File: config.mk
export PLATFORM = sky130hd
export DESIGN_NAME = lockstep_top
export DESIGN_NICKNAME = d
export VERILOG_FILES = /design/src/rtl/lockstep_pkg.sv /design/src/rtl/bus_if.sv /design/src/rtl/store_if.sv /design/src/rtl/lockstep_top.sv /design/src/rtl/hmr_unit.sv /design/src/rtl/proc_core.sv /design/src/rtl/bus_credit_tx.sv /design/src/rtl/core_exec.sv
export SDC_FILE = /design/constraint.sdc
export NUM_CORES = 1
export LEC_CHECK = 0
export ABC_CLOCK_PERIOD_IN_PS = 19700
export BUFFER_PORTS_ARGS = -buffer_cell sky130_fd_sc_hd__buf_2
export CORE_MARGIN = 1.5
export CORE_UTILIZATION = 30
export CTS_CLUSTER_SIZE = 28
export DETAILED_ROUTE_END_ITERATION = 8
export PLACE_DENSITY = 0.45
export SETUP_SLACK_MARGIN = 0.02
export SYNTH_ARGS = -nofsm -noshare
export SYNTH_HDL_FRONTEND = slang
export SYNTH_SLANG_ARGS = --single-unit
File: constraint.sdc
create_clock -name clk_i -period 19.7 [get_ports clk_i]
set_input_delay 1.97 -clock clk_i [delete_from_list [all_inputs] [get_ports clk_i]]
set_output_delay 1.97 -clock clk_i [all_outputs]
set_load 0.02 [all_outputs]
File: src/rtl/lockstep_pkg.sv
/*
 * Shared types for the lockstep compute subsystem:
 * data, address and hart id words, command opcodes,
 * and default core count, queue depth and bus credit values
 */
`default_nettype none

package lockstep_pkg;

    // Accumulator and bus data word
    typedef logic [31:0] data_t;

    // Bus write address, low bits of a STORE operand
    typedef logic [15:0] addr_t;

    // Core identifier tagged on every bus request
    typedef logic [3:0] hart_t;

    // Command opcodes
    typedef enum logic [1:0] {
        OP_LOAD  = 2'd0,
        OP_ADD   = 2'd1,
        OP_XOR   = 2'd2,
        OP_STORE = 2'd3
    } op_e;

    // Two cores so that DMR is available by default
    localparam int unsigned DEF_NUM_CORES = 2;

    // Command queue depth, equal to the initial command credits
    localparam int unsigned DEF_CMD_DEPTH = 4;

    // Outstanding bus writes allowed before a credit returns
    localparam int unsigned DEF_BUS_CREDITS = 2;

endpackage

`default_nettype wire
File: src/rtl/bus_if.sv
/*
 * One bus write request channel with its credit return
 */
`timescale 1ns/1ps
`default_nettype none

interface bus_if;
    import lockstep_pkg::*;

    // Request side, driven by the core
    logic  bus_valid;
    hart_t bus_hart;
    addr_t bus_addr;
    data_t bus_data;

    // One-cycle pulse, returns a single credit
    logic  bus_credit;

    modport core (
        output bus_valid,
        output bus_hart,
        output bus_addr,
        output bus_data,
        input  bus_credit
    );

    modport sys (
        input  bus_valid,
        input  bus_hart,
        input  bus_addr,
        input  bus_data,
        output bus_credit
    );

endinterface

`default_nettype wire

File: src/rtl/store_if.sv
/*
 * Store handshake between a core's executor and its bus transmitter
 */
`timescale 1ns/1ps
`default_nettype none

interface store_if;
    import lockstep_pkg::*;

    logic  store_valid;
    addr_t store_addr;
    data_t store_data;
    // High while at least one bus credit is held
    logic  store_ready;

    modport exec (
        output store_valid,
        output store_addr,
        output store_data,
        input  store_ready
    );

    modport tx (
        input  store_valid,
        input  store_addr,
        input  store_data,
        output store_ready
    );

endinterface

`default_nettype wire

File: src/rtl/lockstep_top.sv
/*
 * Top level: per-core accumulator engines behind the redundancy unit,
 * with plain per-core command and bus ports
 */
`timescale 1ns/1ps
`default_nettype none

module lockstep_top #(
    parameter int unsigned NumCores   = lockstep_pkg::DEF_NUM_CORES,
    parameter int unsigned CmdDepth   = lockstep_pkg::DEF_CMD_DEPTH,
    parameter int unsigned BusCredits = lockstep_pkg::DEF_BUS_CREDITS
) (
    input  logic                               clk_i,
    input  logic                               arst_n_i,
    input  logic                               clear_i,
    input  logic                               dmr_mode_i,
    input  logic                [NumCores-1:0] cmd_valid_i,
    input  lockstep_pkg::op_e   [NumCores-1:0] cmd_op_i,
    input  lockstep_pkg::data_t [NumCores-1:0] cmd_operand_i,
    input  lockstep_pkg::hart_t [NumCores-1:0] hart_id_i,
    output logic                [NumCores-1:0] cmd_credit_o,
    output logic                [NumCores-1:0] bus_valid_o,
    output lockstep_pkg::hart_t [NumCores-1:0] bus_hart_o,
    output lockstep_pkg::addr_t [NumCores-1:0] bus_addr_o,
    output lockstep_pkg::data_t [NumCores-1:0] bus_data_o,
    input  logic                [NumCores-1:0] bus_credit_i,
    output logic                               dmr_failure_o
);
    import lockstep_pkg::*;

    // Redundancy unit to core inputs
    logic  [NumCores-1:0] core_cmd_valid;
    op_e   [NumCores-1:0] core_cmd_op;
    data_t [NumCores-1:0] core_cmd_operand;
    hart_t [NumCores-1:0] core_hart_id;
    logic  [NumCores-1:0] core_cmd_credit;

    bus_if u_bus_if [NumCores] ();

    for (genvar i = 0; i < NumCores; i++) begin : gen_core
        proc_core #(
            .CmdDepth  (CmdDepth),
            .BusCredits(BusCredits)
        ) u_proc_core (
            .clk_i        (clk_i),
            .arst_n_i     (arst_n_i),
            .clear_i      (clear_i),
            .cmd_valid_i  (core_cmd_valid[i]),
            .cmd_op_i     (core_cmd_op[i]),
            .cmd_operand_i(core_cmd_operand[i]),
            .hart_id_i    (core_hart_id[i]),
            .cmd_credit_o (core_cmd_credit[i]),
            .bus          (u_bus_if[i])
        );
    end

    hmr_unit #(
        .NumCores(NumCores)
    ) u_hmr_unit (
        .clk_i             (clk_i),
        .arst_n_i          (arst_n_i),
        .clear_i           (clear_i),
        .dmr_mode_i        (dmr_mode_i),
        .sys_cmd_valid_i   (cmd_valid_i),
        .sys_cmd_op_i      (cmd_op_i),
        .sys_cmd_operand_i (cmd_operand_i),
        .sys_hart_id_i     (hart_id_i),
        .sys_bus_credit_i  (bus_credit_i),
        .sys_cmd_credit_o  (cmd_credit_o),
        .sys_bus_valid_o   (bus_valid_o),
        .sys_bus_hart_o    (bus_hart_o),
        .sys_bus_addr_o    (bus_addr_o),
        .sys_bus_data_o    (bus_data_o),
        .core_cmd_valid_o  (core_cmd_valid),
        .core_cmd_op_o     (core_cmd_op),
        .core_cmd_operand_o(core_cmd_operand),
        .core_hart_id_o    (core_hart_id),
        .core_cmd_credit_i (core_cmd_credit),
        .core_bus          (u_bus_if),
        .dmr_failure_o     (dmr_failure_o)
    );

endmodule

`default_nettype wire

File: src/rtl/hmr_unit.sv
/*
 * Redundancy unit: input replication in DMR mode,
 * per-cycle output comparison and the sticky failure flag.
 * Pass-through in independent mode or with a single core.
 */
`timescale 1ns/1ps
`default_nettype none

module hmr_unit #(
    parameter int unsigned NumCores = lockstep_pkg::DEF_NUM_CORES
) (
    input  logic                                clk_i,
    input  logic                                arst_n_i,
    input  logic                                clear_i,
    input  logic                                dmr_mode_i,
    input  logic                 [NumCores-1:0] sys_cmd_valid_i,
    input  lockstep_pkg::op_e    [NumCores-1:0] sys_cmd_op_i,
    input  lockstep_pkg::data_t  [NumCores-1:0] sys_cmd_operand_i,
    input  lockstep_pkg::hart_t  [NumCores-1:0] sys_hart_id_i,
    input  logic                 [NumCores-1:0] sys_bus_credit_i,
    output logic                 [NumCores-1:0] sys_cmd_credit_o,
    output logic                 [NumCores-1:0] sys_bus_valid_o,
    output lockstep_pkg::hart_t  [NumCores-1:0] sys_bus_hart_o,
    output lockstep_pkg::addr_t  [NumCores-1:0] sys_bus_addr_o,
    output lockstep_pkg::data_t  [NumCores-1:0] sys_bus_data_o,
    output logic                 [NumCores-1:0] core_cmd_valid_o,
    output lockstep_pkg::op_e    [NumCores-1:0] core_cmd_op_o,
    output lockstep_pkg::data_t  [NumCores-1:0] core_cmd_operand_o,
    output lockstep_pkg::hart_t  [NumCores-1:0] core_hart_id_o,
    input  logic                 [NumCores-1:0] core_cmd_credit_i,
    bus_if.sys                                  core_bus [NumCores],
    output logic                                dmr_failure_o
);

    localparam bit HasPair = (NumCores == 2);

    logic dmr_active;

    assign dmr_active = HasPair && dmr_mode_i;

    for (genvar i = 0; i < NumCores; i++) begin : gen_route
        // Core 1 shadows core 0 while DMR is on
        logic shadow;

        assign shadow = dmr_active && (i != 0);

        assign core_cmd_valid_o[i]   = shadow ? sys_cmd_valid_i[0]   : sys_cmd_valid_i[i];
        assign core_cmd_op_o[i]      = shadow ? sys_cmd_op_i[0]      : sys_cmd_op_i[i];
        assign core_cmd_operand_o[i] = shadow ? sys_cmd_operand_i[0] : sys_cmd_operand_i[i];
        assign core_hart_id_o[i]     = shadow ? sys_hart_id_i[0]     : sys_hart_id_i[i];
        assign core_bus[i].bus_credit = shadow ? sys_bus_credit_i[0] : sys_bus_credit_i[i];

        // Shadow outputs hidden from the system
        assign sys_cmd_credit_o[i] = shadow ? 1'b0 : core_cmd_credit_i[i];
        assign sys_bus_valid_o[i]  = shadow ? 1'b0 : core_bus[i].bus_valid;
        assign sys_bus_hart_o[i]   = shadow ? '0   : core_bus[i].bus_hart;
        assign sys_bus_addr_o[i]   = shadow ? '0   : core_bus[i].bus_addr;
        assign sys_bus_data_o[i]   = shadow ? '0   : core_bus[i].bus_data;
    end

    if (HasPair) begin : gen_dmr
        logic mismatch;
        logic payload_diff;
        logic failure_q;

        // Payload only compared while a request is out
        assign payload_diff = (core_bus[0].bus_hart != core_bus[1].bus_hart)
                           || (core_bus[0].bus_addr != core_bus[1].bus_addr)
                           || (core_bus[0].bus_data != core_bus[1].bus_data);

        assign mismatch = dmr_active
                       && ((core_cmd_credit_i[0] != core_cmd_credit_i[1])
                        || (core_bus[0].bus_valid != core_bus[1].bus_valid)
                        || (core_bus[0].bus_valid && payload_diff));

        // Sticky until clear or reset
        always_ff @(posedge clk_i or negedge arst_n_i) begin
            if (!arst_n_i) begin
                failure_q <= 1'b0;
            end else if (clear_i) begin
                failure_q <= 1'b0;
            end else if (mismatch) begin
                failure_q <= 1'b1;
            end
        end

        assign dmr_failure_o = failure_q;
    end else begin : gen_single
        assign dmr_failure_o = 1'b0;
    end

endmodule

`default_nettype wire

File: src/rtl/proc_core.sv
/*
 * One accumulator core: executor plus bus transmitter
 */
`timescale 1ns/1ps
`default_nettype none

module proc_core #(
    parameter int unsigned CmdDepth   = lockstep_pkg::DEF_CMD_DEPTH,
    parameter int unsigned BusCredits = lockstep_pkg::DEF_BUS_CREDITS
) (
    input  logic                clk_i,
    input  logic                arst_n_i,
    input  logic                clear_i,
    input  logic                cmd_valid_i,
    input  lockstep_pkg::op_e   cmd_op_i,
    input  lockstep_pkg::data_t cmd_operand_i,
    input  lockstep_pkg::hart_t hart_id_i,
    output logic                cmd_credit_o,
    bus_if.core                 bus
);

    // Executor to transmitter store path
    store_if u_store_if ();

    core_exec #(
        .CmdDepth(CmdDepth)
    ) u_core_exec (
        .clk_i        (clk_i),
        .arst_n_i     (arst_n_i),
        .clear_i      (clear_i),
        .cmd_valid_i  (cmd_valid_i),
        .cmd_op_i     (cmd_op_i),
        .cmd_operand_i(cmd_operand_i),
        .cmd_credit_o (cmd_credit_o),
        .store        (u_store_if.exec)
    );

    bus_credit_tx #(
        .BusCredits(BusCredits)
    ) u_bus_credit_tx (
        .clk_i    (clk_i),
        .arst_n_i (arst_n_i),
        .hart_id_i(hart_id_i),
        .store    (u_store_if.tx),
        .bus      (bus)
    );

endmodule

`default_nettype wire

File: src/rtl/bus_credit_tx.sv
/*
 * Bus credit counter and registered write request output
 */
`timescale 1ns/1ps
`default_nettype none

module bus_credit_tx #(
    parameter int unsigned BusCredits = lockstep_pkg::DEF_BUS_CREDITS
) (
    input  logic                clk_i,
    input  logic                arst_n_i,
    input  lockstep_pkg::hart_t hart_id_i,
    store_if.tx                 store,
    bus_if.core                 bus
);

    localparam int unsigned CntW = $clog2(BusCredits + 1);

    logic [CntW-1:0] credit_cnt;
    logic            accept;

    assign store.store_ready = (credit_cnt != '0);
    assign accept            = store.store_valid && store.store_ready;

    // Spend and return may land in the same cycle
    always_ff @(posedge clk_i or negedge arst_n_i) begin
        if (!arst_n_i) begin
            credit_cnt <= CntW'(BusCredits);
        end else begin
            credit_cnt <= credit_cnt - CntW'(accept) + CntW'(bus.bus_credit);
        end
    end

    always_ff @(posedge clk_i or negedge arst_n_i) begin
        if (!arst_n_i) begin
            bus.bus_valid <= 1'b0;
        end else begin
            bus.bus_valid <= accept;
        end
    end

    // Request payload, only meaningful while bus_valid is high
    always_ff @(posedge clk_i) begin
        if (accept) begin
            bus.bus_hart <= hart_id_i;
            bus.bus_addr <= store.store_addr;
            bus.bus_data <= store.store_data;
        end
    end

endmodule

`default_nettype wire

File: src/rtl/core_exec.sv
/*
 * Command queue and accumulator execution unit.
 * Retires one command per cycle in order, STOREs wait for store_ready.
 */
`timescale 1ns/1ps
`default_nettype none

module core_exec #(
    parameter int unsigned CmdDepth = lockstep_pkg::DEF_CMD_DEPTH
) (
    input  logic                clk_i,
    input  logic                arst_n_i,
    input  logic                clear_i,
    input  logic                cmd_valid_i,
    input  lockstep_pkg::op_e   cmd_op_i,
    input  lockstep_pkg::data_t cmd_operand_i,
    output logic                cmd_credit_o,
    store_if.exec               store
);
    import lockstep_pkg::*;

    localparam int unsigned PtrW = (CmdDepth > 1) ? $clog2(CmdDepth) : 1;
    localparam int unsigned CntW = $clog2(CmdDepth + 1);

    op_e             op_q      [CmdDepth];
    data_t           operand_q [CmdDepth];
    logic [PtrW-1:0] wr_ptr;
    logic [PtrW-1:0] rd_ptr;
    logic [CntW-1:0] count;
    data_t           acc;

    op_e   head_op;
    data_t head_operand;
    logic  head_valid;
    logic  head_is_store;
    logic  retire;

    // Wrap also covers depths that are not a power of two
    function automatic logic [PtrW-1:0] ptr_next(input logic [PtrW-1:0] ptr);
        logic [PtrW-1:0] nxt;
        nxt = (ptr == PtrW'(CmdDepth - 1)) ? '0 : ptr + 1'b1;
        return nxt;
    endfunction

    assign head_op       = op_q[rd_ptr];
    assign head_operand  = operand_q[rd_ptr];
    assign head_valid    = (count != '0);
    assign head_is_store = (head_op == OP_STORE);

    // Store waits at the head until the transmitter holds a credit
    assign retire       = head_valid && !clear_i && (!head_is_store || store.store_ready);
    assign cmd_credit_o = retire;

    assign store.store_valid = head_valid && head_is_store && !clear_i;
    assign store.store_addr  = head_operand[$bits(addr_t)-1:0];
    assign store.store_data  = acc;

    // Queue storage
    always_ff @(posedge clk_i) begin
        if (cmd_valid_i) begin
            op_q[wr_ptr]      <= cmd_op_i;
            operand_q[wr_ptr] <= cmd_operand_i;
        end
    end

    always_ff @(posedge clk_i or negedge arst_n_i) begin
        if (!arst_n_i) begin
            wr_ptr <= '0;
            rd_ptr <= '0;
            count  <= '0;
        end else if (clear_i) begin
            wr_ptr <= '0;
            rd_ptr <= '0;
            count  <= '0;
        end else begin
            if (cmd_valid_i) begin
                wr_ptr <= ptr_next(wr_ptr);
            end
            if (retire) begin
                rd_ptr <= ptr_next(rd_ptr);
            end
            count <= count + CntW'(cmd_valid_i) - CntW'(retire);
        end
    end

    // Accumulator update on retirement
    always_ff @(posedge clk_i or negedge arst_n_i) begin
        if (!arst_n_i) begin
            acc <= '0;
        end else if (clear_i) begin
            acc <= '0;
        end else if (retire) begin
            case (head_op)
                OP_LOAD: acc <= head_operand;
                OP_ADD:  acc <= acc + head_operand;
                OP_XOR:  acc <= acc ^ head_operand;
                default: acc <= acc;
            endcase
        end
    end

endmodule

`default_nettype wire

== After elaboration in Yosys (flattened, before gate mapping) ==
Memories as Yosys holds them, arrays and structs flattened.
Index checks and enable logic that the tools add are counted.
W data, S select, Z words.

* Add/sub/neg operators: 14
* Eq/ne operators: 15
* Mux-type cells: 36
* Bitwise gates (word level): 2
* Reduce and logical (&&, ||, !) cells: 36

{| class="wikitable"
|+ Operators with widths
! cell !! number
|-
| $mux W32 || 6
|-
| $pmux W32 S3 || 2
|-
| $add A32 B32 Y32 || 2
|-
| $xor A32 B32 Y32 || 2
|-
| $ne A32 B32 Y1 || 1
|-
| $mux W2 || 13
|-
| $eq A2 B2 Y1 const B || 8
|-
| $mux W16 || 1
|-
| $ne A16 B16 Y1 || 1
|-
| $reduce_bool A2 Y1 || 7
|-
| $logic_and A1 B1 Y1 || 12
|-
| $mux W1 || 10
|-
| $add A2 B1 Y2 const B || 4
|-
| $mux W4 || 2
|-
| $reduce_bool A4 Y1 || 2
|-
| $add A3 B1 Y3 || 2
|-
| $logic_or A1 B1 Y1 || 6
|-
| $mux W3 || 2
|-
| $reduce_bool A3 Y1 || 2
|-
| $sub A3 B1 Y3 || 2
|-
| $add A2 B1 Y2 || 2
|-
| $eq A2 B1 Y1 const B || 2
|-
| $logic_not A2 Y1 || 2
|-
| $ne A4 B4 Y1 || 1
|-
| 4 further kinds || 9
|}

* Register bits after elaboration: 189
* RAM bits: 272
* Logic and storage cells: 126
* Memories: 4

{| class="wikitable"
|+ Memory list
! memory !! depth !! bits a word !! rd ports !! clocked after memory_dff !! write ports !! RTL line !! source
|-
| gen_core[0].u_proc_core.u_core_exec.operand_q || 4 || 32 || 1 || 0 || 1 || core_exec.sv:26 || <nowiki>data_t operand_q [CmdDepth];</nowiki>
|-
| gen_core[1].u_proc_core.u_core_exec.operand_q || 4 || 32 || 1 || 0 || 1 || core_exec.sv:26 ||
|-
| gen_core[0].u_proc_core.u_core_exec.op_q || 4 || 2 || 1 || 0 || 1 || core_exec.sv:25 || <nowiki>op_e op_q [CmdDepth];</nowiki>
|-
| gen_core[1].u_proc_core.u_core_exec.op_q || 4 || 2 || 1 || 0 || 1 || core_exec.sv:25 ||
|}

== Longest topological paths before layout ==
Gate-level depths: netlist (run 1).
An unclocked memory read counts as a cell.

* Word-level depth: 11
* Mapped depth: 15

== By module ==
Synthesis (run 1) repeated with hierarchy kept, for this count alone.

* Cell total of the unflattened synthesis: 1808
* Area, all modules: 23510.0 µm²

{| class="wikitable"
|+ Modules (own cells, without submodules)
! module !! instances !! cells each !! area an instance (µm²) !! seq. area each (µm²)
|-
| core_exec at gen_core[0].u_proc_core.u_core_exec || 1 || 701 || 8979.9 || 5059.9
|-
| core_exec at gen_core[1].u_proc_core.u_core_exec || 1 || 708 || 8946.1 || 5059.9
|-
| bus_credit_tx || 2 || 62 || 1707.9 || 1637.8
|-
| hmr_unit || 1 || 275 || 2168.3 || 25.0
|}

== Least setup slack after synthesis (run 1) ==
OpenSTA, ideal clock, no wires.

* Path type: in2reg
* From: input port clear_i
* To: register gen_core[0].u_proc_core.u_bus_credit_tx.credit_cnt[1]
* Arrival time: 9.369 ns
* Data required time: 19.625 ns
* Path slack: 10.256 ns
* Stages on the path: 8
* Path buffers: 2
* Cells stage by stage: clkbuf_1 clkbuf_1 nor4b_1 ha_1 inv_1 ha_1 xnor2_1 xnor2_1

* Cells in the longest elaborated chain, start to end: 5

{| class="wikitable"
|+ Ends and longest elaborated chain
! item !! RTL line !! source
|-
| from (decl) || lockstep_top.sv:15 || <nowiki>input logic clear_i,</nowiki>
|-
| $logic_not A1 Y1 || core_exec.sv:54 || <nowiki>assign store.store_valid = head_valid && head_is_store && !clear_i;</nowiki>
|-
| $logic_and A1 B1 Y1 || core_exec.sv:54 ||
|-
| $logic_and A1 B1 Y1 || bus_credit_tx.sv:23 || <nowiki>assign accept = store.store_valid && store.store_ready;</nowiki>
|-
| via gen_core[0].u_proc_core.u_bus_credit_tx.accept || bus_credit_tx.sv:20 || <nowiki>logic accept;</nowiki>
|-
| $sub A2 B1 Y2 || bus_credit_tx.sv:30 || <nowiki>credit_cnt <= credit_cnt - CntW'(accept) + CntW'(bus.bus_credit);</nowiki>
|-
| $add A2 B1 Y2 || bus_credit_tx.sv:30 ||
|-
| to (signal assigned) || bus_credit_tx.sv:28 || <nowiki>credit_cnt <= CntW'(BusCredits);</nowiki>
|-
| to (signal assigned) || bus_credit_tx.sv:30 ||
|-
| to (decl) || bus_credit_tx.sv:19 || <nowiki>logic [CntW-1:0] credit_cnt;</nowiki>
|}

The timed path passes the listed nets, and every way through them passes these cells.
A chain may end at the register's enable or synchronous reset.

== Worst setup path in the final report (run 1) ==
* From: register gen_core[1].u_proc_core.u_core_exec.rd_ptr[0]
* To: output port cmd_credit_o[1]

* Cells in the longest elaborated chain, start to end: 6

{| class="wikitable"
|+ Ends and longest elaborated chain
! item !! RTL line !! source
|-
| from (decl) || core_exec.sv:28 || <nowiki>logic [PtrW-1:0] rd_ptr;</nowiki>
|-
| from (signal assigned) || core_exec.sv:80 || <nowiki>rd_ptr <= ptr_next(rd_ptr);</nowiki>
|-
| $mem_v2 Z4 W2 || - ||
|-
| $eq A2 B2 Y1 || core_exec.sv:48 || <nowiki>assign head_is_store = (head_op == OP_STORE);</nowiki>
|-
| $logic_not A1 Y1 || core_exec.sv:51 || <nowiki>assign retire = head_valid && !clear_i && (!head_is_store || store.store_ready);</nowiki>
|-
| $logic_or A1 B1 Y1 || core_exec.sv:51 ||
|-
| $logic_and A1 B1 Y1 || core_exec.sv:51 ||
|-
| $mux W1 || hmr_unit.sv:54 || <nowiki>assign sys_cmd_credit_o[i] = shadow ? 1'b0 : core_cmd_credit_i[i];</nowiki>
|-
| to (decl) || lockstep_top.sv:21 || <nowiki>output logic [NumCores-1:0] cmd_credit_o,</nowiki>
|}

Every way passes these cells.

==> results of run 1 <==
-- where the power goes --
part / internal (mW) / switching, mW / leakage [nW]
clock: 0.576 / 0.403 / 0.846
sequential: 1.21 / 0.133 / 4.58
combinational: 0.577 / 1.03 / 4.39
total: 2.36 / 1.56 / 9.82
-- registers in the layout (all words and copies together) (netlist names) --
signal                                              cells
gen_core.u_proc_core.u_core_exec.rd_ptr                 4
gen_core.u_proc_core.u_core_exec.count                  6
gen_core.u_proc_core.u_bus_credit_tx.bus.bus_addr      32
gen_core.u_proc_core.u_core_exec.wr_ptr                 4
gen_core.u_proc_core.u_core_exec.op_q                  16
gen_core.u_proc_core.u_bus_credit_tx.credit_cnt         4
gen_core.u_proc_core.u_bus_credit_tx.bus.bus_valid      2
gen_core.u_proc_core.u_core_exec.store.store_data      64
gen_core.u_proc_core.u_bus_credit_tx.bus.bus_data      64
gen_core.u_proc_core.u_bus_credit_tx.bus.bus_hart       8
u_hmr_unit.dmr_failure_o                                1
gen_core.u_proc_core.u_core_exec.operand_q            256
-- through the flow --
| step | setup slack, ns | util, % |
|---|---|---|
| after detailed placement | 14.34 | 32.9 |
| final | 14.08 | 35.2 |
| after global routing | 13.81 | 35.2 |
| after global placement | 14.41 | 32.9 |
| after CTS | 13.94 | 35.2 |
| after floorplan | 10.26 | - |
-- critical path: stages, from the launching register on --
cell and delay, ns:
sky130_fd_sc_hd__dfrtp_2 0.73, sky130_fd_sc_hd__buf_4 0.51, sky130_fd_sc_hd__mux4_2 0.60, sky130_fd_sc_hd__ha_1 0.26
sky130_fd_sc_hd__a211oi_4 0.56, sky130_fd_sc_hd__nor2b_1 0.20, sky130_fd_sc_hd__buf_2 0.17
-- Yosys cell counts, types with 7 or more instances --
library cell	count
sky130_fd_sc_hd__nand4_1	21
sky130_fd_sc_hd__a31o_2	7
sky130_fd_sc_hd__xor2_1	27
sky130_fd_sc_hd__nor4_1	8
sky130_fd_sc_hd__buf_2	10
sky130_fd_sc_hd__o21ai_1	11
sky130_fd_sc_hd__o21a_1	7
sky130_fd_sc_hd__nand3_1	62
sky130_fd_sc_hd__xnor2_1	43
sky130_fd_sc_hd__nor3_1	36
sky130_fd_sc_hd__a221oi_1	12
sky130_fd_sc_hd__inv_1	60
sky130_fd_sc_hd__and2_1	14
sky130_fd_sc_hd__o22ai_1	13
sky130_fd_sc_hd__nor2b_1	63
sky130_fd_sc_hd__nand2b_1	8
sky130_fd_sc_hd__dfrtp_1	83
sky130_fd_sc_hd__a21oi_1	91
sky130_fd_sc_hd__nand2_1	94
sky130_fd_sc_hd__a21o_1	28
sky130_fd_sc_hd__o31ai_1	11
sky130_fd_sc_hd__clkbuf_1	71
sky130_fd_sc_hd__o211ai_1	19
sky130_fd_sc_hd__buf_1	12
sky130_fd_sc_hd__mux4_2	68
sky130_fd_sc_hd__mux2_2	41
sky130_fd_sc_hd__o21ai_0	99
sky130_fd_sc_hd__edfxtp_1	376
sky130_fd_sc_hd__nor2_1	82
sky130_fd_sc_hd__ha_1	88
sky130_fd_sc_hd__and3_1	15
sky130_fd_sc_hd__a31oi_1	16
sky130_fd_sc_hd__mux2i_1	13
sky130_fd_sc_hd__a211oi_1	15
-- worst min-delay path by stage --
| stage | startpoint | end | slack, ns | cells past startpoint |
|---|---|---|---|---|
| CTS | flop | flop | 0.48 | 0 |
| detailed placement | flop | flop | 0.47 | 0 |
| floorplan | flop | flop | 0.45 | 0 |
| global route | flop | flop | 0.50 | 0 |
| global placement | flop | flop | 0.46 | 0 |
| finish | flop | flop | 0.48 | 0 |
-- layout make-up --
cell class / count / area [um2] / share of cell area (%)
multi-input combinational: 1114 / 8860 / 33.2
sequential: 461 / 13400 / 50.4
inverter: 62 / 233 / 0.873
clock buffer: 69 / 1430 / 5.35
timing repair buffer: 221 / 1180 / 4.44
tap: 978 / 1220 / 4.59
clock inverter: 27 / 305 / 1.15
-- kinds of logic after synthesis --
family / Yosys count / synth area share, %
buf+inv: 161 / 2.81
simple gates: 431 / 9.54
compound gates: 397 / 11.7
flops: 461 / 58.7
fa+ha+maj: 92 / 5.17
xor+xnor: 70 / 2.68
mux: 124 / 9.41
-- metal layers --
layer	global-route usage (%)	share of wire, %	vias up	wire [um]
li1	-	-	7012	-
met1	28.0	49	7796	36400
met2	29.5	44	543	33000
met3	2.52	5.2	93	3890
met4	4.58	2.0	0	1510
met5	0	0	-	0
-- layout by cell type (no fill, tap or decap), types with 21 or more instances in the layout --
master,n
sky130_fd_sc_hd__a21o_1,28
sky130_fd_sc_hd__nor2_1,82
sky130_fd_sc_hd__nand2_1,94
sky130_fd_sc_hd__clkbuf_16,52
sky130_fd_sc_hd__inv_1,60
sky130_fd_sc_hd__nor2b_1,59
sky130_fd_sc_hd__o21ai_0,99
sky130_fd_sc_hd__ha_1,88
sky130_fd_sc_hd__buf_2,190
sky130_fd_sc_hd__mux4_2,68
sky130_fd_sc_hd__a21oi_1,91
sky130_fd_sc_hd__nand4_1,21
sky130_fd_sc_hd__buf_4,31
sky130_fd_sc_hd__mux2_2,41
sky130_fd_sc_hd__edfxtp_1,376
sky130_fd_sc_hd__nand3_1,62
sky130_fd_sc_hd__dfrtp_1,81
sky130_fd_sc_hd__nor3_1,36
sky130_fd_sc_hd__xnor2_1,43
sky130_fd_sc_hd__xor2_1,27
==> implementation parameters, run 1 <==
Parameter                              Value

Run status
  Run status    complete, no violations

Drt
  DRC violation count after routing    0
  Via-to-Cell Ratio    5.27
  Number of detailed-route iterations in the first pass    6
  Per-cell routed wire length    25.5 um
  Iteration-0 DRC count of the detailed router    1,187
  Number of nets with antenna violations after routing    0
  Detailed-route via count    15,400
  WL final    74.8 mm

Global routing
  Global-route usage over all layers    19.0%
  Vias in the first global route    15,200
  Wire length of the first global-routing pass    107 mm
  Grt total ovfl    0
  Initial antenna violation count    2
  Largest net degree at the start of global routing    83

Yosys
  Area share of the largest cell type after synthesis    49.4%
  EDFF count, synth    376
  Unique masters post-synth    90
  Main flop type after synthesis    sky130_fd_sc_hd__edfxtp_1
  Synthesized area per cell    13.2 um2
  Yosys warns    0
  Biggest area consumer among synthesized cells    sky130_fd_sc_hd__edfxtp_1
  Gate count after technology mapping    1,736
  Fraction of registers with async set or reset after synthesis    18.4%
  Portion of the post-synthesis area used by sequential elements    58.7%
  Netlist area before placement    22,900 um2
  Net count after synthesis    1,912
  Area contributors post-synth    sky130_fd_sc_hd__edfxtp_1 (49%), sky130_fd_sc_hd__dfrtp_1 (9.1%), sky130_fd_sc_hd__mux4_2 (6.7%), sky130_fd_sc_hd__ha_1 (4.8%), sky130_fd_sc_hd__o21ai_0 (2.2%)
  Number of flip-flops and latches in the synthesized netlist    461

Setup path
  Critical path destination    cmd_credit_o[1]
  Critical Path RT    17.73 ns
  Launch point of the critical path    gen_core[1].u_proc_core.u_core_exec.rd_ptr[0]
  Setup slack on the worst flop-to-flop path    15.01 ns
  WP data arrival    3.65 ns
  Worst Path Max Fanout    22
  Worst R2R Start    gen_core[1].u_proc_core.u_core_exec.rd_ptr[0]
  Worst reg2reg path depth    12
  Crit path launch type    flop
  Endpoint type of the worst setup path    output pin
  Critical path class    flop to output pin

Power and ir drop
  Maximum vdd drop    0.0862 mV
  PwrDens    147 nW/um2
  Total chip power    3.93 mW
  P_leak    9.82 nW

Flow run
  Max-cap check violation count    0

Clocking
  TritonCTS clock tree    built
  Buffers inserted by post-CTS timing repair    0
  Reg clk slew, reported paths    0.06 ns
  Number of H-tree branching levels    2
  Deepest clock path buffer count    3
  Post-cts gate resize count    0
  Number of buffers added to fix hold violations after cts    0
  Buffer cell driving the clock tree root    sky130_fd_sc_hd__clkbuf_16
  Number of buffers inserted during clock tree synthesis    51
  Number of sinks on the clock net    461
  Clock Latency Late Sink    0.62 ns

Finish
  Antenna diodes    0
  Number of nets at the end of the flow    2,087
  Number of cells in the finished layout apart from fillers    2,932
  Total of fill cells in the finished design    7,365
  Synth-to-layout area growth    16.6%
  Fin area    26,700 um2
  Share of post-route cells with drive strength above 1    23.5%

Placement
  Number of placed cells counting well taps    2,836
  Final weighted congestion in routability-driven placement    0.900
  Post-DP HPWL    53.8 mm
  Number of input and output port buffers inserted    192
  Placed Instance Area    24,900 um2

Timing
  Fin Hold WS    0.484 ns
  Normalized max-slew margin    29.1%
  Max Clock Freq    178 MHz
  Largest clock skew in the final design    0.0301 ns
  Number of hold-slack violations in the final timing report    0
  Slew at the pin closest to its max-slew limit    1.06 ns
  Fin. max-slew vios    0
  Period minus WS final    5.62 ns
  # setup viols final    0
  Unrepaired setup endpoints after global routing    false
  Final Cycle Share    28.5%
  Post-Route Setup TNS    0 ns

Floorplan
  Die width    279 um
  Initial Util    30.2%
  Die Footprint    77,800 um2
  Floorplan Core Area    75,700 um2
  I/O pin count    193
  Cell Rows    101
  Die extent in y    279 um

Min path
  Type of the tightest min-delay check    flop to flop
Note: power is estimated with default switching activity, not from simulation.
==> run 2, diff against run 1 <==
- ABC_CLOCK_PERIOD_IN_PS: 19700 -> 4700
- PLACE_DENSITY: 0.45 -> 0.46
- clock period: 19.7 -> 4.7 ns (I/O delays scaled with it)
==> run 2 against run 1 <==
Cell count grew 0.34%; combinational power grew to 4.3 times the previous value; utilization grew 0.18 points; register-to-register slack lost 14 ns; largest power group unchanged.
==> implementation parameters, run 2 (same netlist as run 1, synthesis figures left out) <==
Parameter                              Value

Clocking
  TritonCTS clock tree    built (unchanged)
  Clock Latency Late Sink    0.61 ns (was 0.62 ns)
  Deepest clock path buffer count    3 (unchanged)
  Number of buffers inserted during clock tree synthesis    50 (was 51)
  Buffer cell driving the clock tree root    sky130_fd_sc_hd__clkbuf_16 (unchanged)
  Buffers inserted by post-CTS timing repair    0 (unchanged)
  Number of sinks on the clock net    461 (unchanged)
  Reg clk slew, reported paths    0.06 ns (about the same)
  Post-cts gate resize count    0 (unchanged)
  Number of H-tree branching levels    2 (unchanged)

Finish
  Synth-to-layout area growth    17.2% (was 16.6%)
  Most common library cell in the layout ignoring fill and taps    sky130_fd_sc_hd__edfxtp_1 (unchanged)
  Number of nets at the end of the flow    2,098 (was 2,087)
  Total of fill cells in the finished design    7,323 (was 7,365)
  Number of cells in the finished layout apart from fillers    2,942 (was 2,932)
  Register bank with the most flops    gen_core.u_proc_core.u_core_exec.operand_q (unchanged)
  Finished Core Util    35.4% (was 35.2%)
  Share of post-route cells with drive strength above 1    23.7% (was 23.5%)
  Max FFs per register    256 (unchanged)
  Most used cells in the layout excluding fill and tap cells    sky130_fd_sc_hd__edfxtp_1 (376), sky130_fd_sc_hd__buf_2 (190), sky130_fd_sc_hd__o21ai_0 (99) (unchanged)
  Fin area    26,800 um2 (was 26,700 um2)

Timing
  Period minus WS final    4.09 ns
  Fin Hold WS    0.0649 ns (was 0.484 ns)
  Number of hold-slack violations in the final timing report    0 (unchanged)
  Unrepaired setup endpoints after global routing    false (unchanged)
  Final Cycle Share    86.9%
  # setup viols final    0 (unchanged)
  Slew at the pin closest to its max-slew limit    0.928 ns (was 1.06 ns)
  Largest clock skew in the final design    0.0200 ns (was 0.0301 ns)
  Post-Route Setup TNS    0 ns (unchanged)
  Smallest setup slack after layout    0.615 ns (was 14.08 ns)
  Fin. max-slew vios    0 (unchanged)
  Max Clock Freq    245 MHz
  Normalized max-slew margin    38.2% (was 29.1%)

Drt
  WL final    75.2 mm (was 74.8 mm)
  Number of nets with antenna violations after routing    0 (unchanged)
  Detailed-route via count    15,500 (was 15,400)
  Via-to-Cell Ratio    5.26 (was 5.27)
  Iteration-0 DRC count of the detailed router    1,412 (was 1,187)
  Per-cell routed wire length    25.6 um (was 25.5 um)
  DRC violation count after routing    0 (unchanged)
  Number of detailed-route iterations in the first pass    5 (was 6)

Setup path
  Critical Path RT    5.24 ns (was 17.73 ns)
  WP data arrival    4.62 ns (was 3.65 ns)
  Critical Path Max Stage Delay    0.76 ns (was 0.73 ns)
  Dominant cell type by count on the critical path    sky130_fd_sc_hd__a21oi_2
  Worst path bufs/invs    2 (unchanged)
  Endpoint type of the worst setup path    flop (was output pin)
  Critical path class    flop to flop (was flop to output pin)
  Worst Path Max Fanout    12 (was 22)
  Slowest cell on the critical path    sky130_fd_sc_hd__dfrtp_1 (was sky130_fd_sc_hd__dfrtp_2)
  Top Family by Delay on Critical Path    compound AO/OA/AOI/OAI gates (was flip-flops)
  Chain of cells forming the critical path    buf_4, mux4_2, inv_1, fa_1, nor2b_4, o2111ai_4, a2111oi_4, o311ai_4, a21oi_2, or2_1, a41o_1, mux2_4, a21oi_2 (was buf_4, mux4_2, ha_1, a211oi_4, nor2b_1, buf_2)
  Crit path launch type    flop (unchanged)

Floorplan
  Initial Util    30.2% (unchanged)
  Cell Rows    101 (unchanged)
  Die Footprint    77,800 um2 (unchanged)
  Die width    279 um (unchanged)
  Floorplan Core Area    75,700 um2 (unchanged)
  I/O pin count    193 (unchanged)
  Die extent in y    279 um (unchanged)

Placement
  Final weighted congestion in routability-driven placement    0.902 (was 0.900)
  Placed Instance Area    25,100 um2 (was 24,900 um2)
  Setup Slack @ Placement    0.591 ns (was 14.34 ns)
  Number of placed cells counting well taps    2,847 (was 2,836)
  Post-DP HPWL    55.7 mm (was 53.8 mm)
  Number of input and output port buffers inserted    192 (unchanged)

Global routing
  Grt total ovfl    0 (unchanged)
  Largest net degree at the start of global routing    69 (was 83)
  Global-route usage over all layers    19.1% (was 19.0%)
  Wire length of the first global-routing pass    109 mm (was 107 mm)
  Initial antenna violation count    6 (was 2)
  Vias in the first global route    15,400 (was 15,200)

Run status
  Run status    complete, no violations (unchanged)

Flow run
  Max-cap check violation count    0 (unchanged)

Power and ir drop
  Total chip power    16.5 mW (was 3.93 mW)
  Maximum vdd drop    0.406 mV (was 0.0862 mV)
  PwrDens    617 nW/um2 (was 147 nW/um2)
  P_leak    9.86 nW (was 9.82 nW)

Min path
  Type of the tightest min-delay check    input port to flop (was flop to flop)
## run 2: worst register-to-register path: cells and delay by family, from the launching register on
family | cells | cell delay (ns)
compound gates | 6 | 1.42
fa+ha+maj | 1 | 0.51
buf+inv | 2 | 0.40
flops | 1 | 0.76
mux | 2 | 0.60
simple gates | 2 | 0.33
## run 2: layout make-up
class,instances,area (um2),share of cell area (%)
Clock inverter,29,370,1.38
Tap cell,978,1220,4.57
Antenna cell,1,2.50,0.00934
Inverter,62,233,0.869
Timing Repair Buffer,233,1330,4.95
Clock buffer,64,1340,4.98
Multi-Input combinational cell,1114,8880,33.1
Sequential cell,461,13400,50.1
## run 2: what timing repair did
| action | 4_1_cts | 5_1_grt |
|---|---|---|
| hold buffers | 1 | 0 |
| endpoints found under the setup margin | 0 | 0 |
| hold endpoints to repair | 14 | 0 |
## run 2: worst paths after layout
| check | startpoint | end | slack [ns] | cells past startpoint |
|---|---|---|---|---|
| worst max-delay path | gen_core[1].u_proc_core.u_core_exec.rd_ptr[1] | flop | 0.61 | 13 |
| worst min-delay path | hart_id_i[1] | flop | 0.06 | 1 |
| worst max register to register | gen_core[1].u_proc_core.u_core_exec.rd_ptr[1] | flop | 0.61 | 13 |
| worst min register to register | flop | flop | 0.49 | 1 |
| max in group asynchronous | arst_n_i | asynchronous set/reset pin | 3.08 | 3 |
| min in group asynchronous | arst_n_i | gen_core[1].u_proc_core.u_core_exec.count[1] | 0.48 | 2 |
## run 2: per-layer routing
metal / vias up / track usage (%) / share of wire [%]
li1: 7025 / - / -
met1: 7826 / 28.6 / 49
met2: 529 / 29.0 / 43
met3: 84 / 2.90 / 5.4
met4: 2 / 4.33 / 1.9
met5: - / 0 / 0.015
## run 2: power by group
group / leakage [nW] / internal [mW] / switching (mW)
clock network: 0.813 / 2.37 / 1.71
logic: 4.47 / 2.52 / 4.31
registers: 4.58 / 5.07 / 0.555
==> run 3, diff against run 2 <==
- ABC_CLOCK_PERIOD_IN_PS: 4700 -> 4600
- PLACE_DENSITY: 0.46 -> 0.45
- clock period: 4.7 -> 4.6 ns (I/O delays scaled with it)
==> run 3 against run 2 <==
Sequential power grew 2%; cell count grew 0.27%; die area is the same; critical path type unchanged.
==> implementation parameters, run 3 (same netlist as run 1, synthesis figures left out) <==
Parameter                              Value

Global routing
  Largest net degree at the start of global routing    77 (was 69)
  Global-route usage over all layers    19.1% (about the same)
  Initial antenna violation count    4 (was 6)
  Vias in the first global route    15,100 (was 15,400)
  Grt total ovfl    0 (unchanged)
  Wire length of the first global-routing pass    108 mm (was 109 mm)

Timing
  Largest clock skew in the final design    0.0157 ns (was 0.0200 ns)
  Fin Hold WS    0.0542 ns (was 0.0649 ns)
  Smallest setup slack after layout    0.641 ns (was 0.615 ns)
  Final Cycle Share    86.1% (was 86.9%)
  Post-Route Setup TNS    0 ns (unchanged)
  Period minus WS final    3.96 ns (was 4.09 ns)
  Slew at the pin closest to its max-slew limit    1.03 ns (was 0.928 ns)
  Normalized max-slew margin    31.6% (was 38.2%)
  Unrepaired setup endpoints after global routing    false (unchanged)
  Fin. max-slew vios    0 (unchanged)
  # setup viols final    0 (unchanged)
  Number of hold-slack violations in the final timing report    0 (unchanged)
  Max Clock Freq    253 MHz (was 245 MHz)

Finish
  Total of fill cells in the finished design    7,327 (was 7,323)
  Number of cells in the finished layout apart from fillers    2,950 (was 2,942)
  Antenna diodes    0 (was 1)
  Most common library cell in the layout ignoring fill and taps    sky130_fd_sc_hd__edfxtp_1 (unchanged)
  Most used cells in the layout excluding fill and tap cells    sky130_fd_sc_hd__edfxtp_1 (376), sky130_fd_sc_hd__buf_2 (190), sky130_fd_sc_hd__o21ai_0 (99) (unchanged)
  Register bank with the most flops    gen_core.u_proc_core.u_core_exec.operand_q (unchanged)
  Synth-to-layout area growth    17.8% (was 17.2%)
  Max FFs per register    256 (unchanged)
  Number of nets at the end of the flow    2,106 (was 2,098)
  Share of post-route cells with drive strength above 1    24.5% (was 23.7%)

Clocking
  Reg clk slew, reported paths    0.06 ns (about the same)
  Number of buffers inserted during clock tree synthesis    51 (was 50)
  TritonCTS clock tree    built (unchanged)
  Buffers inserted by post-CTS timing repair    0 (unchanged)
  Clock Latency Late Sink    0.61 ns (about the same)
  Buffer cell driving the clock tree root    sky130_fd_sc_hd__clkbuf_16 (unchanged)
  Deepest clock path buffer count    3 (unchanged)
  Number of H-tree branching levels    2 (unchanged)
  Number of sinks on the clock net    461 (unchanged)

Setup path
  Critical Path RT    5.04 ns (was 5.24 ns)
  Worst Path Max Fanout    9 (was 12)
  Endpoint type of the worst setup path    flop (unchanged)
  Setup slack on the worst flop-to-flop path    0.64 ns (was 0.61 ns)
  Worst R2R Start    gen_core[1].u_proc_core.u_core_exec.rd_ptr[0] (was gen_core[1].u_proc_core.u_core_exec.rd_ptr[1])
  Crit path launch type    flop (unchanged)
  Critical path class    flop to flop (unchanged)
  Worst reg2reg path depth    14 (was 13)
  WP data arrival    4.40 ns (was 4.62 ns)

Drt
  DRC violation count after routing    0 (unchanged)
  Number of nets with antenna violations after routing    0 (unchanged)
  Number of detailed-route iterations in the first pass    5 (unchanged)
  Per-cell routed wire length    25.5 um (was 25.6 um)
  Iteration-0 DRC count of the detailed router    1,304 (was 1,412)
  Detailed-route via count    15,400 (was 15,500)
  Via-to-Cell Ratio    5.22 (was 5.26)
  WL final    75.2 mm (about the same)

Placement
  Setup Slack @ Placement    0.648 ns (was 0.591 ns)
  Number of placed cells counting well taps    2,854 (was 2,847)
  Final weighted congestion in routability-driven placement    0.894 (was 0.902)
  Number of input and output port buffers inserted    192 (unchanged)
  Post-DP HPWL    56.1 mm (was 55.7 mm)

Floorplan
  I/O pin count    193 (unchanged)
  Floorplan Core Area    75,700 um2 (unchanged)
  Cell Rows    101 (unchanged)
  Initial Util    30.2% (unchanged)
  Die width    279 um (unchanged)
  Die extent in y    279 um (unchanged)
  Die Footprint    77,800 um2 (unchanged)

Power and ir drop
  P_leak    9.95 nW (was 9.86 nW)
  Total chip power    17.1 mW (was 16.5 mW)
  Comb power frac    41.0% (was 41.3%)
  Proportion of total power due to net switching    39.5% (was 39.8%)
  Reported net switching power    6.76 mW (was 6.57 mW)
  Share of total power in sequential cells    33.4% (was 34.0%)
  PwrDens    636 nW/um2 (was 617 nW/um2)
  Clk pwr share    25.6% (was 24.6%)
  Internal power    10.4 mW (was 9.96 mW)
  Maximum vdd drop    0.331 mV (was 0.406 mV)

Min path
  Min-Delay Startpoint    hart_id_i[0] (was hart_id_i[1])
  Hold Path Depth    1 (unchanged)
  Type of the tightest min-delay check    input port to flop (unchanged)

Run status
  Run status    complete, no violations (unchanged)

Flow run
  Max-cap check violation count    0 (unchanged)
==> run 3: cell count changes in the layout (fill, tap and decap cells not counted), sizes merged <==
| cell | before | now |
|---|---|---|
| buf | 232 | 239 |
| clkbuf | 64 | 59 |
| clkinv | 16 | 20 |
| inv | 65 | 64 |
| clkinvlp | 4 | 6 |
| bufinv | 6 | 8 |
| diode | 1 | 0 |
==> run 3: critical path, cell delays in order (launching register included) <==
cell and delay (ns):
sky130_fd_sc_hd__dfrtp_2 0.49, sky130_fd_sc_hd__buf_4 0.27, sky130_fd_sc_hd__mux4_2 0.56, sky130_fd_sc_hd__ha_1 0.26, sky130_fd_sc_hd__inv_1 0.08, sky130_fd_sc_hd__fa_1 0.27, sky130_fd_sc_hd__nor2b_4 0.07, sky130_fd_sc_hd__o2111ai_4 0.26
sky130_fd_sc_hd__a21oi_1 0.14, sky130_fd_sc_hd__o311a_1 0.39, sky130_fd_sc_hd__o21ai_1 0.32, sky130_fd_sc_hd__o211ai_1 0.19, sky130_fd_sc_hd__and2_1 0.19, sky130_fd_sc_hd__o21ai_0 0.17, sky130_fd_sc_hd__a41oi_1 0.14
==> run 3: stage by stage <==
stage                     area, um2  utilization (%)
after floorplan               22900                -
after global routing          26900             35.6
after global placement        25100             33.1
after CTS                     26900             35.6
final                         26900             35.6
after detailed placement      25100             33.1
==> run 3: per-layer routing <==
| metal | up-vias | part of all wire (%) | global-route usage [%] |
|---|---|---|---|
| li1 | 7030 | - | - |
| met4 | 4 | 1.5 | 3.94 |
| met3 | 70 | 5.0 | 2.40 |
| met2 | 521 | 44 | 29.5 |
| met1 | 7768 | 50 | 28.6 |
| met5 | - | 0.028 | 0 |
==> run 3: layout make-up <==
type	instances	area, um2	area share, %
sequential	461	13400	49.9
tap	978	1220	4.55
timing repair buffer	240	1340	4.98
multi-input combinational	1114	8880	33.0
inverter	62	233	0.865
clock inverter	36	457	1.70
clock buffer	59	1360	5.05
==> run 3: worst max path at each step <==
stage / start / endpoint / cells after the start
after floorplan: gen_core[1].u_proc_core.u_core_exec.rd_ptr[0] / flop / 10
after global placement: gen_core[1].u_proc_core.u_core_exec.rd_ptr[0] / flop / 12
after detailed placement: gen_core[1].u_proc_core.u_core_exec.rd_ptr[0] / flop / 12
after CTS: gen_core[1].u_proc_core.u_core_exec.rd_ptr[0] / flop / 12
after global routing: gen_core[1].u_proc_core.u_core_exec.rd_ptr[0] / flop / 12
final: gen_core[1].u_proc_core.u_core_exec.rd_ptr[0] / flop / 14
==> run 3: repair_timing <==
item | 4_1_cts | 5_1_grt
endpoints found under the hold margin | 20 | 0
resized for setup | 0 | 0
hold buffers | 1 | 0
==> run 3: power by group through the flow <==
stage          Combinational (mW)  Clock, mW  Sequential [mW]
3_5_place_dp                 6.99          0             5.80
3_3_place_gp                 6.99          0             5.80
6_report                     7.02       4.38             5.72
2_1_floorplan                4.90          0             5.55
4_1_cts                      7.02       4.48             5.71
5_1_grt                      7.69       4.62             5.76
